## src/source/cpuTypesPkg.sv

```systemverilog
package cpuTypesPkg;

	localparam int ADDRESS_WIDTH = 16;
	localparam int FLAG_COUNT = 4;

	// One program word per address
	typedef logic [ADDRESS_WIDTH-1:0] address_t;

	typedef logic [FLAG_COUNT-1:0] ccFlags_t;

	// Where the next program counter comes from
	typedef enum logic [2:0] {
		PC_NEXT = 3'd0,
		PC_INTV0 = 3'd1,
		PC_INTV1 = 3'd2,
		PC_INTR0 = 3'd3,
		PC_INTR1 = 3'd4
	} pcSelect_t;

	// Where the next flags come from
	typedef enum logic [1:0] {
		CC_ALU = 2'd0,
		CC_RESTORE0 = 2'd1,
		CC_RESTORE1 = 2'd2
	} ccSelect_t;

endpackage

```

## src/source/intCtrlPkg.sv

```systemverilog
package intCtrlPkg;

	import cpuTypesPkg::*;

	// Phase of the interrupt sequence, advanced at each commit
	typedef enum logic [2:0] {
		RUN = 3'd0,
		VECTOR0 = 3'd1,
		VECTOR1 = 3'd2,
		RETURN0 = 3'd3,
		RETURN1 = 3'd4
	} intPhase_t;

	// Handler entry points
	localparam address_t INT0_VECTOR = 16'h0004;
	localparam address_t INT1_VECTOR = 16'h0008;

	localparam address_t RESET_ADDRESS = 16'h0000;

	typedef struct packed {
		pcSelect_t sel;
		logic save0;
		logic save1;
	} pcControl_t;

	typedef struct packed {
		ccSelect_t sel;
		logic save0;
		logic save1;
	} ccControl_t;

endpackage

```

## src/source/interruptStateMachine.sv

```systemverilog
`timescale 1ns/100ps

module interruptStateMachine (
	input logic CLK,
	input logic rstN,
	input logic commit,
	input logic retI,
	input logic enableInt,
	input logic disableInt,
	input logic int0,
	input logic int1,
	output intCtrlPkg::pcControl_t pcControl,
	output intCtrlPkg::ccControl_t ccControl
);

	import cpuTypesPkg::*;
	import intCtrlPkg::*;

	intPhase_t phase;
	intPhase_t nextPhase;

	logic inService0;
	logic inService1;
	logic nextInService0;
	logic nextInService1;

	logic intEnable;
	logic nextIntEnable;

	logic take0;
	logic take1;
	logic takeReturn;

	// Program counter control for a phase
	function automatic pcControl_t decodePc(input intPhase_t p);
		pcControl_t ctrl;
		ctrl.sel = PC_NEXT;
		ctrl.save0 = 1'b0;
		ctrl.save1 = 1'b0;
		case (p)
			VECTOR0: begin
				ctrl.sel = PC_INTV0;
				ctrl.save0 = 1'b1;
			end
			VECTOR1: begin
				ctrl.sel = PC_INTV1;
				ctrl.save1 = 1'b1;
			end
			RETURN0: ctrl.sel = PC_INTR0;
			RETURN1: ctrl.sel = PC_INTR1;
			default: ctrl.sel = PC_NEXT;
		endcase
		return ctrl;
	endfunction

	// Flag control for a phase
	function automatic ccControl_t decodeCc(input intPhase_t p);
		ccControl_t ctrl;
		ctrl.sel = CC_ALU;
		ctrl.save0 = 1'b0;
		ctrl.save1 = 1'b0;
		case (p)
			VECTOR0: ctrl.save0 = 1'b1;
			VECTOR1: ctrl.save1 = 1'b1;
			RETURN0: ctrl.sel = CC_RESTORE0;
			RETURN1: ctrl.sel = CC_RESTORE1;
			default: ctrl.sel = CC_ALU;
		endcase
		return ctrl;
	endfunction

	// NMI only blocked by itself
	assign take0 = int0 && !inService0;
	assign take1 = int1 && intEnable && !inService0 && !inService1;
	assign takeReturn = retI && (inService0 || inService1);

	always_comb begin
		nextPhase = RUN;
		nextInService0 = inService0;
		nextInService1 = inService1;
		case (phase)
			RUN: begin
				if (take0) begin
					nextPhase = VECTOR0;
					nextInService0 = 1'b1;
				end else if (take1) begin
					nextPhase = VECTOR1;
					nextInService1 = 1'b1;
				end else if (takeReturn) begin
					// Innermost level returns first
					if (inService0) begin
						nextPhase = RETURN0;
						nextInService0 = 1'b0;
					end else begin
						nextPhase = RETURN1;
						nextInService1 = 1'b0;
					end
				end
			end
			default: nextPhase = RUN;
		endcase
	end

	always_comb begin
		nextIntEnable = intEnable;
		if (enableInt) begin
			nextIntEnable = 1'b1;
		end
		// Disable wins over a simultaneous enable
		if (disableInt) begin
			nextIntEnable = 1'b0;
		end
	end

	always_ff @(posedge CLK) begin
		if (!rstN) begin
			phase <= RUN;
			inService0 <= 1'b0;
			inService1 <= 1'b0;
			intEnable <= 1'b0;
		end else if (commit) begin
			phase <= nextPhase;
			inService0 <= nextInService0;
			inService1 <= nextInService1;
			intEnable <= nextIntEnable;
		end
	end

	// Registered controls, held between commits
	always_ff @(posedge CLK) begin
		if (!rstN) begin
			pcControl <= decodePc(RUN);
			ccControl <= decodeCc(RUN);
		end else if (commit) begin
			pcControl <= decodePc(nextPhase);
			ccControl <= decodeCc(nextPhase);
		end
	end

endmodule

```

## src/source/programCounterUnit.sv

```systemverilog
`timescale 1ns/100ps

module programCounterUnit (
	input logic CLK,
	input logic rstN,
	input logic commit,
	input intCtrlPkg::pcControl_t pcControl,
	output cpuTypesPkg::address_t pc
);

	import cpuTypesPkg::*;
	import intCtrlPkg::*;

	// Return addresses, one per interrupt level
	address_t returnAddress0;
	address_t returnAddress1;

	address_t nextPc;

	always_comb begin
		case (pcControl.sel)
			PC_NEXT: nextPc = pc + address_t'(1);
			PC_INTV0: nextPc = INT0_VECTOR;
			PC_INTV1: nextPc = INT1_VECTOR;
			PC_INTR0: nextPc = returnAddress0;
			PC_INTR1: nextPc = returnAddress1;
			default: nextPc = pc + address_t'(1);
		endcase
	end

	always_ff @(posedge CLK) begin
		if (!rstN) begin
			pc <= RESET_ADDRESS;
		end else if (commit) begin
			pc <= nextPc;
		end
	end

	// Save the interrupted address on entry
	always_ff @(posedge CLK) begin
		if (commit && pcControl.save0) begin
			returnAddress0 <= pc;
		end
		if (commit && pcControl.save1) begin
			returnAddress1 <= pc;
		end
	end

endmodule

```

## src/source/conditionCodeUnit.sv

```systemverilog
`timescale 1ns/100ps

module conditionCodeUnit (
	input logic CLK,
	input logic rstN,
	input logic commit,
	input logic flagWrite,
	input cpuTypesPkg::ccFlags_t aluFlags,
	input intCtrlPkg::ccControl_t ccControl,
	output cpuTypesPkg::ccFlags_t flags
);

	import cpuTypesPkg::*;
	import intCtrlPkg::*;

	// Flags as they were when each level was entered
	ccFlags_t savedFlags0;
	ccFlags_t savedFlags1;

	ccFlags_t nextFlags;

	always_comb begin
		case (ccControl.sel)
			CC_ALU: nextFlags = flagWrite ? aluFlags : flags;
			CC_RESTORE0: nextFlags = savedFlags0;
			CC_RESTORE1: nextFlags = savedFlags1;
			default: nextFlags = flags;
		endcase
	end

	always_ff @(posedge CLK) begin
		if (!rstN) begin
			flags <= '0;
		end else if (commit) begin
			flags <= nextFlags;
		end
	end

	// Copy taken before any ALU update in the same commit
	always_ff @(posedge CLK) begin
		if (commit && ccControl.save0) begin
			savedFlags0 <= flags;
		end
		if (commit && ccControl.save1) begin
			savedFlags1 <= flags;
		end
	end

endmodule

```

## src/source/interruptController.sv

```systemverilog
`timescale 1ns/100ps

module interruptController (
	input logic CLK,
	input logic rstN,
	input logic commit,
	input logic retI,
	input logic enableInt,
	input logic disableInt,
	input logic int0,
	input logic int1,
	input cpuTypesPkg::ccFlags_t aluFlags,
	input logic flagWrite,
	output cpuTypesPkg::address_t pc,
	output cpuTypesPkg::ccFlags_t flags,
	output cpuTypesPkg::pcSelect_t pcSelect
);

	import intCtrlPkg::*;

	pcControl_t pcControl;
	ccControl_t ccControl;

	interruptStateMachine i_interruptStateMachine (
		.CLK(CLK),
		.rstN(rstN),
		.commit(commit),
		.retI(retI),
		.enableInt(enableInt),
		.disableInt(disableInt),
		.int0(int0),
		.int1(int1),
		.pcControl(pcControl),
		.ccControl(ccControl)
	);

	programCounterUnit i_programCounterUnit (
		.CLK(CLK),
		.rstN(rstN),
		.commit(commit),
		.pcControl(pcControl),
		.pc(pc)
	);

	conditionCodeUnit i_conditionCodeUnit (
		.CLK(CLK),
		.rstN(rstN),
		.commit(commit),
		.flagWrite(flagWrite),
		.aluFlags(aluFlags),
		.ccControl(ccControl),
		.flags(flags)
	);

	// Decision visible outside
	assign pcSelect = pcControl.sel;

endmodule

```

## config.mk

```make
export PLATFORM = sky130hd
export DESIGN_NAME = interruptController
export DESIGN_NICKNAME = d
export VERILOG_FILES = /design/src/source/cpuTypesPkg.sv /design/src/source/intCtrlPkg.sv /design/src/source/interruptStateMachine.sv /design/src/source/programCounterUnit.sv /design/src/source/conditionCodeUnit.sv /design/src/source/interruptController.sv
export SDC_FILE = /design/constraint.sdc
export NUM_CORES = 1
export LEC_CHECK = 0
export BUFFER_PORTS_ARGS = -buffer_cell sky130_fd_sc_hd__clkbuf_2
export CAP_MARGIN = 20
export CORE_ASPECT_RATIO = 1.1
export CORE_MARGIN = 2
export CORE_UTILIZATION = 50
export DETAILED_ROUTE_END_ITERATION = 10
export GPL_TIMING_DRIVEN = 0
export PLACE_DENSITY_LB_ADDON = 0.3
export SYNTH_ARGS = -nofsm -noshare
export SYNTH_HDL_FRONTEND = slang
export SYNTH_SLANG_ARGS = --single-unit
```

## constraint.sdc

```tcl
create_clock -name CLK -period 2.4 [get_ports CLK]
set_input_delay 0.72 -clock CLK [delete_from_list [all_inputs] [get_ports CLK]]
set_output_delay 0.72 -clock CLK [all_outputs]
set_load 0.005 [all_outputs]
```

### Word-level counts from Yosys, hierarchy flattened

Cells that the tools add are included.

| cells by class | value |
|---|---|
| $add $sub $neg | 1 |
| $mul | 0 |
| div/mod/pow operators | 0 |
| $lt $le $gt $ge | 0 |
| eq/ne operators | 13 |
| shift operators | 0 |
| mux-type cells | 20 |
| bitwise operators | 1 |
| reductions and logical operators | 20 |

Operators with widths:

| operator | count |
|---|---|
| 16-bit case mux with 4 select lines | 1 |
| 16-bit by 1-bit adder with 16-bit output (second input constant) | 1 |
| 3-bit two-way mux | 5 |
| 3-bit by 2-bit equality test with 1-bit output (second input constant) | 4 |
| 3-bit case mux with 4 select lines | 1 |
| 4-bit case mux with 3 select lines | 1 |
| 1-bit two-way mux | 10 |
| 1-bit logical AND | 7 |
| 3-bit by 1-bit equality test with 1-bit output (second input constant) | 2 |
| 3-bit equality test (second input constant) | 2 |
| 2-bit nonzero test | 3 |
| 5-bit AND reduction | 1 |
| 4-bit two-way mux | 1 |
| 2-bit != test (second input constant) | 2 |
| 2-bit case mux with 2 select lines | 1 |
| 4-bit AND reduction | 1 |
| 3-bit zero test | 1 |
| 3-bit AND reduction | 1 |
| 3-bit nonzero test | 1 |
| 2-bit by 1-bit equality test with 1-bit output (second input constant) | 1 |
| 2-bit equality test (second input constant) | 1 |
| 1-bit zero test | 2 |
| 2-bit zero test | 1 |
| 2-bit by 1-bit != test with 1-bit output (second input constant) | 1 |
| 3 further kinds | 3 |

| storage, ports and cells | value |
|---|---|
| register bits after elaboration | 73 |
| bits in latches | 0 |
| bits in writable memories | 0 |
| bits in read-only memories | 0 |
| input port bits | 13 |
| output and inout port bits | 23 |
| logic and storage cells | 69 |
| memories | 0 |

### Longest topological paths before layout

| depth | value |
|---|---|
| depth after elaboration | 8 |
| depth in mapped cells | 7 |
| depth with buffers taken out | 6 |

### By module

A second synthesis with hierarchy kept.

| second synthesis, totals | value |
|---|---|
| cells, all modules | 282 |
| area total of the unflattened synthesis | 3,264.4 µm² |

Modules (own cells, without submodules):

| module | times used | cells an instance | area each (µm²) | seq. area each (µm²) |
|---|---|---|---|---|
| programCounterUnit | 1 | 184 | 2,162.1 | 1,281.2 |
| interruptStateMachine | 1 | 59 | 573.0 | 260.2 |
| conditionCodeUnit | 1 | 39 | 529.3 | 320.3 |

### Least setup slack after synthesis

Ideal clock, no wire load.

| timing path | value |
|---|---|
| path kind | in2reg |
| start | in commit |
| end | reg i_conditionCodeUnit.savedFlags0[0] (enable) |
| setup time | 0.378 ns |
| arrival | 1.697 ns |
| required time | 2.022 ns |
| slack | 0.325 ns |
| stages on the path | 3 |
| buffers on the path | 2 |
| cells stage by stage | buf_2 clkbuf_1 and2_1 |

| between the ends | value |
|---|---|
| cells in the longest elaborated chain, start to end | 1 |

RTL lines:

| what | line | RTL |
|---|---|---|
| start: declaration | interruptController.sv:6 | `input logic commit,` |
| 1-bit logical AND | conditionCodeUnit.sv:41 | `if (commit && ccControl.save0) begin` |
| end signal: assignment | conditionCodeUnit.sv:42 | `savedFlags0 <= flags;` |
| end: declaration | conditionCodeUnit.sv:17 | `ccFlags_t savedFlags0;` |

No other way between the ends.
A chain may end at the register's enable or synchronous reset.

### Final worst setup path

| timing path | value |
|---|---|
| start | in commit |
| end | reg i_programCounterUnit.returnAddress0[5] (enable) |

| between the ends | value |
|---|---|
| cells in the longest elaborated chain, start to end | 1 |

RTL lines:

| what | line | RTL |
|---|---|---|
| 1-bit logical AND | n/a |  |
| end signal: assignment | programCounterUnit.sv:42 | `returnAddress0 <= pc;` |
| end: declaration | programCounterUnit.sv:15 | `address_t returnAddress0;` |

No other way between the ends.

==> impl_metrics.tcl <==
set metrics [dict create \
    syn_to_final_growth_pct 15.9 \
    synth_top_cell_by_area "sky130_fd_sc_hd__edfxtp_1" \
    gp_routability_congestion 0.887 \
    async_reset_ff_frac 0 \
    power.switching_fraction 0.218 \
    synth_top_cell_area_share 0.381 \
    max-slew-margin-rel 0.436 \
    synth_most_common_cell "sky130_fd_sc_hd__edfxtp_1" \
    layout_worst_path_cycle_share 0.878 \
    io_buffers 34 \
    antenna_left 0 \
    first_global_vias 2195 \
    final.setup.tns_ns 0 \
    synth_top_cells_by_area "sky130_fd_sc_hd__edfxtp_1 (38%), sky130_fd_sc_hd__dfxtp_1 (21%), sky130_fd_sc_hd__a21oi_1 (3.2%), sky130_fd_sc_hd__a221oi_1 (2.5%), sky130_fd_sc_hd__nor2b_1 (2.4%)" \
    synthesis.area_um2 3150 \
    peakVddDrop_v 0.000406 \
    finish_stage_setup_viols 0 \
    synth_compound_area_frac 0.198 \
    dr_total_vias 2350 \
    cp.arrival_ns 2.09 \
    syn-instance-count 274 \
    synthMuxAreaShare 0.0163 \
    post_synth_simple_gate_area 0.144 \
    power.internal_mw 2.07 \
    initial_core_util 0.515 \
    synth.distinct_cells 51 \
    cp.required_ns 2.38 \
    cell_leakage_power_nw 1.35 \
    initialDrtViolationCount 196 \
    yosysWarningCount 0 \
    cts_resized 2 \
    min_path_type "reg2reg" \
    wirelength_mm 6.91 \
    placeableCoreArea_um2 6120 \
    num_antenna_cells 0 \
    drc 0 \
    rsz0062_at_grt "no" \
    yosys.area_share.adder 0.0159 \
    placed_cells 388 \
    cts_hold_buf 0 \
    cts_inserted_buffers 9 \
    worst-path-max-fanout 20 \
    ys_ff_latch 73 \
    timing.critical_path.from_type "input port" \
    die_height_um 87.2 \
    power_share_of_the_combinational_group 0.066 \
    layoutNonFillerInstCount 404 \
    seqPwrFrac 0.526 \
    layout-drive-gt1-share 0.198 \
    synth_xor_area_frac 0.00556 \
    tightest_slew_ns 0.840 \
    fmaxAchievable_ghz 0.474 \
    cts_post_setup_buffers_inserted 0 \
    critPathKind "in2reg" \
    grt_pass1_wl_mm 11.2 \
    powerDensity_nw_per_um2 724 \
    cp-end-kind "flop" \
    maxCapViolCount 0 \
    fin_total_pwr_mw 2.64 \
    detail_route.vias_per_cell 5.82 \
    net-switching-power_mw 0.577 \
    timing.hold.ws_ns 0.489 \
    wire_per_inst_um 17.1 \
    synth_top_family_by_area "compound AO/OA/AOI/OAI gates" \
    grt-ovfl-total 0 \
    cts_buffer_depth 2 \
    boundaryPins 36 \
    all_layer_global_routing_usage 0.217 \
    clock-root-buffer "sky130_fd_sc_hd__clkbuf_8" \
    synth.net_count 291 \
    detailedPlacementHpwl_mm 4.65 \
    clk_pin_slew_ns 0.08 \
    fin_worst_skew_ns 0.00967 \
    synth_commonest_cells "sky130_fd_sc_hd__edfxtp_1 (40), sky130_fd_sc_hd__dfxtp_1 (33), sky130_fd_sc_hd__a21oi_1 (20)" \
    finalCriticalPeriod_ns 2.11 \
    timing.final.max_slew_violations 0 \
    clkPwrFrac 0.408 \
    die-width_um 79.7 \
    synth-main-ff-cell "sky130_fd_sc_hd__edfxtp_1" \
    tritoncts "yes" \
    firstDrtPassIters 4 \
    largest_net_degree_at_the_start_of_global_routing 21 \
    fin_nets 336 \
    cts-htree-levels 3 \
    synth_area_per_cell_um2 11.5 \
    finalHoldViolCount 0 \
    fp-row-count 30 \
    cts.sink_count 73 \
    final_core_util 0.597 \
    floorplan.die_area_um2 6950 \
    worst_skew_pair.late_latency_ns 0.34 \
    synth-edff-count 40 \
    outcome "completed" \
    synth_seq_area_share 0.591 \
    number_of_antenna_violations_at_the_first_check_in_global_routing 0 \
]
-- path summary, 6_finish.rpt --
kind | start | end | slack, ns | depth (start not counted)
min | i_conditionCodeUnit.flags[0] | i_conditionCodeUnit.savedFlags0[0] | 0.49 | 0
max reg2reg | i_programCounterUnit.pc[3] | i_programCounterUnit.pc[11] | 0.55 | 4
min reg2reg | i_conditionCodeUnit.flags[0] | i_conditionCodeUnit.savedFlags0[0] | 0.49 | 0
max | commit | i_programCounterUnit.returnAddress0[5] | 0.29 | 4
-- placed cells by master (no fill, tap or decap), drive strengths merged, types with 2 or more instances in the layout --
master and n:
nor3 5, and3b 2, nor2b 12, a221o 4, ha 4, edfxtp 40, a31oi 3, o31ai 3
bufinv 2, nor3b 2, nand2b 2, o21ai 12, a21boi 5, nor2 14, o22ai 4, o211a 3
nand4 5, buf 7, a22oi 8, mux2i 4, o211ai 2, a221oi 9, inv 5, o21a 6
nand3b 2, and4 3, clkinv 2, nand2 15, clkbuf 54, a21oi 20, and3 3, and2 3
or2 2, dfxtp 33, nand3 8, o31a 2
-- cells by family after synthesis --
logic type,Yosys count
buffers and inverters,20
and+or+nand+nor,81
xor gates and xnor gates,2
AOI/OAI and AO/OA,89
DFF,73
muxes,5
adders and majority gates,4
-- sequential cells by signal, summed over array words and instances, names as in the netlist, 2 cells and up --
signal                               flops
i_interruptStateMachine.phase            3
i_interruptStateMachine.pcControl        5
i_programCounterUnit.pc                 16
i_interruptStateMachine.ccControl        2
i_conditionCodeUnit.savedFlags1          4
i_conditionCodeUnit.flags                4
i_conditionCodeUnit.savedFlags0          4
i_programCounterUnit.returnAddress1     16
i_programCounterUnit.returnAddress0     16
-- critical path: stages --
cell and delay [ns]:
sky130_fd_sc_hd__clkbuf_2 0.11, sky130_fd_sc_hd__buf_2 0.21, sky130_fd_sc_hd__clkbuf_1 0.42, sky130_fd_sc_hd__and2_2 0.61
-- layer usage --
layer	track usage	share of wire
met1	0.285	0.46
met2	0.341	0.47
met3	0.0612	0.056
met4	0.0878	0.016
met5	0	0
-- metrics by stage --
stage	area, µm²	worst slack [ns]
after detailed placement	3420	-0.455
after CTS	3650	0.240
after global placement	3420	-0.427
after global routing	3650	0.196
final	3650	0.292
after floorplan	3150	0.325
-- area by class of cell --
class / count / area, µm²
Tap cell: 80 / 100
Inverter: 4 / 15.0
Sequential cell: 73 / 1860
Clock buffer: 11 / 151
Timing Repair Buffer: 34 / 170
Clock inverter: 5 / 76.3
Multi-Input combinational cell: 181 / 1200
Fill cell: 518 / 2470
Buffer: 16 / 77.6
-- power by group through the flow --
| stage | clock [mW] | sequential [mW] | combinational, mW |
|---|---|---|---|
| detailed placement | 0 | 1.42 | 0.174 |
| CTS | 1.09 | 1.39 | 0.176 |
| finish | 1.08 | 1.39 | 0.175 |
| floorplan | 0 | 1.41 | 0.113 |
| global route | 1.15 | 1.40 | 0.197 |
| global placement | 0 | 1.42 | 0.172 |
No activity file was read; power rests on OpenSTA's default activity.
